==> src/design/router_cfg_pkg.sv <==
/* Router geometry and scheduler timing constants
   plus the priority index type */
package router_cfg_pkg;

    ////////////////////////////////////////////////////////////
    // Queue geometry
    ////////////////////////////////////////////////////////////

    // Priority queues behind every egress port
    localparam int QUEUES_PER_PORT = 4;

    // Bits needed to name one queue within its port
    localparam int QUEUE_SEL_W = 2;

    // Upper bound on egress ports, keeps the queue number within the address field
    localparam int MAX_EGR_PORTS = 16;

    ////////////////////////////////////////////////////////////
    // Scheduler timing
    ////////////////////////////////////////////////////////////

    // Cycles a port stays blocked once a request has gone out
    // Must cover the engine's notification delay
    localparam int DQ_LATENCY = 2;

    ////////////////////////////////////////////////////////////
    // Types
    ////////////////////////////////////////////////////////////

    // Priority of a queue within its port, higher index wins
    typedef logic [QUEUE_SEL_W-1:0] prio_t;

endpackage : router_cfg_pkg

==> src/design/pkt_fmt_pkg.sv <==
/* Packet word, queue entry and occupancy types
   with the Wishbone address field layout */
package pkt_fmt_pkg;

    ////////////////////////////////////////////////////////////
    // Packet words
    ////////////////////////////////////////////////////////////

    localparam int WORD_W = 32;

    typedef logic [WORD_W-1:0] word_t;

    // Stored entry, end-of-packet flag on top of the data word
    typedef logic [WORD_W:0] entry_t;

    ////////////////////////////////////////////////////////////
    // Queue depth and occupancy
    ////////////////////////////////////////////////////////////

    localparam int DEPTH_LOG = 4;
    localparam int QUEUE_DEPTH = 1 << DEPTH_LOG;

    // One extra bit so a full queue is distinct from an empty one
    typedef logic [DEPTH_LOG:0] level_t;

    ////////////////////////////////////////////////////////////
    // Wishbone address layout
    ////////////////////////////////////////////////////////////

    localparam int WB_ADDR_W = 8;

    // Low bits carry the queue number, port above priority
    typedef logic [WB_ADDR_W-1:0] wb_addr_t;

    // Set on the write of a packet's final word
    localparam int LAST_BIT = 7;

endpackage : pkt_fmt_pkg

==> src/design/dequeue_engine.sv <==
/* Dequeue engine that pops the requested queue and registers
   the head word onto the output stream and the notification */
module dequeue_engine #(
    parameter int NUM_EGR_PORTS = 4,
    localparam int PORT_W = (NUM_EGR_PORTS > 1) ? $clog2(NUM_EGR_PORTS) : 1,
    localparam int QNUM_W = PORT_W + router_cfg_pkg::QUEUE_SEL_W
) (
    input  logic                  dequeue_req,
    input  logic                  arst_n,

    input  logic                  req_valid,
    input  logic [QNUM_W-1:0]     req_queue,
    input  pkt_fmt_pkg::word_t    pop_data,
    input  logic                  pop_last,

    output logic                  pop,
    output logic [QNUM_W-1:0]     pop_queue,

    output logic                  out_valid,
    output pkt_fmt_pkg::word_t    out_data,
    output logic                  out_last,
    output logic [PORT_W-1:0]     out_port,
    output router_cfg_pkg::prio_t out_queue,

    output logic                  note_valid,
    output logic                  note_last,
    output logic [QNUM_W-1:0]     note_queue
);

    import router_cfg_pkg::*;

    ////////////////////////////////////////////////////////////
    // Pop request
    ////////////////////////////////////////////////////////////

    // Every request is accepted and the head word is read in the same cycle
    assign pop       = req_valid;
    assign pop_queue = req_queue;

    ////////////////////////////////////////////////////////////
    // Output register
    ////////////////////////////////////////////////////////////

    always_ff @(posedge dequeue_req or negedge arst_n) begin
        if (!arst_n) begin
            out_valid <= 1'b0;
        end else begin
            out_valid <= req_valid;
        end
    end

    always_ff @(posedge dequeue_req) begin
        if (req_valid) begin
            out_data  <= pop_data;
            out_last  <= pop_last;
            out_port  <= req_queue[QUEUE_SEL_W +: PORT_W];
            out_queue <= req_queue[QUEUE_SEL_W-1:0];
        end
    end

    // Notification mirrors the output word
    assign note_valid = out_valid;
    assign note_last  = out_last;
    assign note_queue = {out_port, out_queue};

    a_note_one_cycle: assert property (@(posedge dequeue_req) disable iff (!arst_n)
        req_valid |=> (note_valid && (note_queue == $past(req_queue))));

    // Lock release has to land while the scheduler still blocks the port
    a_note_in_window: assert property (@(posedge dequeue_req) disable iff (!arst_n)
        req_valid |-> ##[1:DQ_LATENCY-1] note_valid);

endmodule : dequeue_engine

==> config.mk <==
export PLATFORM = sky130hd
export DESIGN_NAME = dequeue_engine
export DESIGN_NICKNAME = d
export VERILOG_FILES = /design/src/design/router_cfg_pkg.sv /design/src/design/pkt_fmt_pkg.sv /design/src/design/dequeue_engine.sv
export SDC_FILE = /design/constraint.sdc
export NUM_CORES = 1
export LEC_CHECK = 0
export BUFFER_PORTS_ARGS = -buffer_cell sky130_fd_sc_hd__buf_2
export CAP_MARGIN = 0
export CORE_ASPECT_RATIO = 0.6
export CORE_MARGIN = 8
export CORE_UTILIZATION = 39
export DETAILED_ROUTE_END_ITERATION = 10
export GPL_TIMING_DRIVEN = 0
export PLACE_DENSITY = 0.78
export SLEW_MARGIN = 20
export SYNTH_ARGS = -nofsm -noshare
export SYNTH_HDL_FRONTEND = slang
export SYNTH_SLANG_ARGS = --single-unit
==> constraint.sdc <==
create_clock -name dequeue_req -period 0.8 [get_ports dequeue_req]
set_input_delay 0.16 -clock dequeue_req [delete_from_list [all_inputs] [get_ports dequeue_req]]
set_output_delay 0.16 -clock dequeue_req [all_outputs]
set_load 0.02 [all_outputs]
; Word-level counts from Yosys, hierarchy flattened
; Index checks and enable logic that the tools add are counted.
[totals]
ff_bits = 38
out_inout_bits = 49
elab_cells = 5

; Longest topological paths before layout
[logic_depth]
ltp_word = 0
depth_mapped = 1
mapped_depth_nobuf = 0

; Worst setup path after synthesis
; Ideal clock, no wire load.
[synth_timing]
path_type = register to output
start = register out_last (netlist: note_last)
end = output out_last
t_arrival_ns = 0.667
path_slack_ns = -0.027
stages_incl_launch_ff = 2
path_buffers = 1
cell_sequence = edfxtp_1 > buf_4
[synth_lines]
columns = item, line
row1 = from (decl), dequeue_engine.sv:21  ; output logic out_last,
row2 = from (signal assigned), dequeue_engine.sv:55  ; out_last <= pop_last;
; No word-level cell between the ends.

; Worst setup path after layout
[layout_timing]
start = register out_queue[0]
end = output out_queue[0]
[layout_lines]
columns = item, line
row1 = from (decl), dequeue_engine.sv:23  ; output router_cfg_pkg::prio_t out_queue,
row2 = from (signal assigned), dequeue_engine.sv:57  ; out_queue <= req_queue[QUEUE_SEL_W-1:0];
; No word-level cell between the ends.

==> results.md <==
- The number of global-route vias before repair was 890.
- The setup violation total in the final timing report is 44.
- The most used flip-flop cell after synthesis is sky130_fd_sc_hd__edfxtp_1.
- The area added between synthesis and finish is 71.9%.
- The iteration count of the initial detailed-routing pass is 3.
- The global-route track usage on met3 is 0.0885.
- The net count of the finished layout is 186.
- The number of rows in the core area is 15.
- The met1 usage in global routing is 0.101.
- For this design the ratio of total power to cell area is 2130 nW/µm².
- The class of the most critical setup path is register to output pin.
- The most frequent cell after synthesis is sky130_fd_sc_hd__edfxtp_1.
- The congestion estimate from routability-driven global placement came to just under 0.7.
- The share of async-settable or async-resettable flops after synthesis is 0.0263.
- Summing over every cut layer, the via total after detailed routing is 806.
- The synthesized design contains 37 enable-type register cells.
- For this run, the total global-route usage over all layers was measured as 0.122.
- Synthesis produced a netlist with a net count of just under 90.
- After synthesis, the most frequently instantiated cells are sky130_fd_sc_hd__edfxtp_1, sky130_fd_sc_hd__buf_4, sky130_fd_sc_hd__dfrtp_1.
- The multi-input combinational gate total is 0.
- The detailed router finished its first iteration with 51 violations.
- Measured along the x axis, the die boundary spans 88.2 µm.
- Summed over all cells, the static leakage comes to 0.923 nW.
- The power dissipated by switching net loads is 1.08 mW.
- In this run the standard cell core region covers 2930 µm².
- The proportion of power drawn by combinational gates is 0.184.
- The clock-pin slew reported for the worst setup and hold paths after clock tree synthesis is 0.07 ns.
- Clock tree synthesis inserted a total of 5 buffers.
- The checks that failed: negative setup slack.
- The pre-CTS setup slack is -0.559 ns.
- The internal power of the cells is 3.38 mW.
- The power share of the sequential group is 0.545.
- The worst supply voltage drop on vdd is 1.36 mV.
- The worst setup path is captured at an output pin.
- For this block, the routed nets add up to 3390 µm of wire.
- The average cell area after synthesis is 24.9 µm².
- In this run the number of H-tree levels came out at 2.
- Counting every sink on the clock net gives 38.
- The number of antenna violations at the first check in global routing is 0.
- The number of unique standard cell types used by synthesis is 3.
- The summed instance area of the synthesized netlist is 1220 µm².
- The vertical die dimension is 59.3 µm.
- The flow ran to the end, but the final reports show violations.
- Using the TritonRoute via totals, the vias-per-cell ratio works out to ~4.3.
- The worst min-delay path class is input pin to register.
- Across all setup checks in the final design, the least slack found is -0.329 ns.
- The worst pin sits at a relative slew slack of 0.913.
- The top fanout value on the critical path is 2.
- The pin count of the biggest net entering global routing is 40.
- The clock tree buffer depth is 2.
- Dividing the final minimum period by the clock period gives 1.41.
- The met2 track demand over resource in global routing is 0.211.
- The worst setup path is launched from a register.
- Data on the critical path is required at its endpoint by 0.64 ns.
- The wire length of the first global-routing pass is 4570 µm.
- For this run, design rule violations remaining after detail routing come to 0.
- The library cell used as clock root buffer is sky130_fd_sc_hd__clkbuf_8.
- The routed design could run at a clock period as short as ~1.1 ns.
- The design area is 2090 µm².
- The largest stage delay on the critical path is 0.43 ns.
- The largest individual stage delay along the critical path comes from the cell sky130_fd_sc_hd__edfxtp_1.
- Global routing finished with a remaining overflow of 0.
- The boundary pin count is 89.
- The post-synthesis cell count is 49.
- Of the total power, the share spent switching nets is 0.243.
- TritonCTS built the clock tree.
- The Yosys step of the flow raised 0 warnings.
- The fraction of post-synthesis cell area in the top cell type by area is 0.912.
- The data arrival time of the worst path is 0.97 ns.
- Adding up every negative setup slack in the final design gives -8.63 ns.
- Of the total power, the clock network draws 0.271.
- The synthesis-stage register bit count is 38.
- The share of layout cells above drive strength 1 is 0.721.
- Counting stages on the worst path, the most repeated cell is sky130_fd_sc_hd__buf_6.
- The number of slew-limit violations in the final report is 0.
- For the pin with the worst max-slew slack, the measured transition is 0.130 ns.
- The critical path goes through buf_6 > buf_6.
- Input and output buffers added on the ports amount to 88.
- The die covers 5230 µm².
- Of all cell types, the one taking the most synthesized area is sky130_fd_sc_hd__edfxtp_1.
- The multi-input combinational cells in the finished layout cover a total of 0 µm².
- Sorting the synthesized cells by area gives the leading types as sky130_fd_sc_hd__edfxtp_1, sky130_fd_sc_hd__buf_4, sky130_fd_sc_hd__dfrtp_1.
- The count of endpoints failing hold in the final timing report is 0.
- Once the clock tree was built, the setup fixing pass inserted 0 buffers.
- 0 antenna diodes ended up in the layout.
- Across the run, the number of max-cap violations was 0.
- Setup repair after global routing could not meet its margin everywhere.
- Based on the critical path, the design can be clocked at up to 886 MHz.
- The register area share after synthesis is 0.932.
- The antenna violation net count after detailed routing is 0.
- After global routing, the most crowded layer is met2.
- The total placed instance area is 1730 µm².
- The initial cell density of the core is 0.416.
- Dividing the detail-routed wire length by the instance count gives about 18 µm.
-- power groups by stage --
stage                     clock network, mW  logic (mW)  registers, mW
final                                  1.21       0.823           2.44
after global placement                    0       0.624           2.44
after floorplan                           0       0.109           2.65
after global routing                   1.34       0.861           2.45
after CTS                              1.27       0.773           2.42
after detailed placement                  0       0.637           2.45
-- per-stage QoR --
| stage | std cells | hold WS [ns] | power, mW | util |
|---|---|---|---|---|
| 5_1_grt | 189 | 0.0237 | 4.65 | 0.715 |
| 2_1_floorplan | 49 | -0.136 | 2.76 | - |
| 3_5_place_dp | 179 | -0.0610 | 3.08 | 0.591 |
| 3_3_place_gp | 179 | -0.0645 | 3.06 | 0.591 |
| 6_report | 189 | 0.0495 | 4.47 | 0.715 |
| 4_1_cts | 188 | 0.0369 | 4.47 | 0.685 |
-- repair_timing --
| item | CTS | global route |
|---|---|---|
| hold endpoints to repair | 1 | 0 |
| hold buffers | 1 | 0 |
| resized for setup | 57 | 20 |
| cloned | 0 | 1 |
| pin swaps | 0 | 0 |
| setup endpoints to repair | 82 | 45 |
-- sequential cells by signal, summed over array words and instances (netlist names) --
name and count:
out_data 32, note_last 1, out_queue 2, out_port 2
note_valid 1
-- final cells by class --
type,instances,area (µm²)
Sequential cell,38,1140
Clock inverter,2,8.76
Buffer,11,105
Fill cell,204,833
Timing Repair Buffer,90,719
Clock buffer,6,72.6
Tap cell,42,52.6
-- kinds of logic after synthesis --
group	share of synthesized area
flip-flops	0.932
buffers and inverters	0.0678
-- per-layer routing --
layer / wire length, µm / vias to the layer above
met2: 1830 / 51
met1: 1040 / 379
li1: - / 371
met5: 0 / -
met4: 44 / 0
met3: 479 / 5
-- worst max-delay path, delay by kind of cell, from the launching register on --
kind                   cells  cell delay (ns)
DFF                        1             0.43
buffers and inverters      2             0.26
-- cells in the final DEF, fill, tap and decap left out, drive strengths merged --
master / count
edfxtp: 37
dlygate4sd3: 1
clkinv: 2
buf: 99
clkbuf: 7
dfrtp: 1
-- path summary, 6_finish.rpt --
kind	start	end	slack, ns	cells after the start
min in group asynchronous	arst_n	note_valid	0.18	2
worst max-delay path	out_queue[0]	out_queue[0]	-0.33	2
max in group asynchronous	arst_n	note_valid	0.54	2
worst min-delay path	pop_data[15]	out_data[15]	0.05	1
Power figures use the tool's default switching activity.
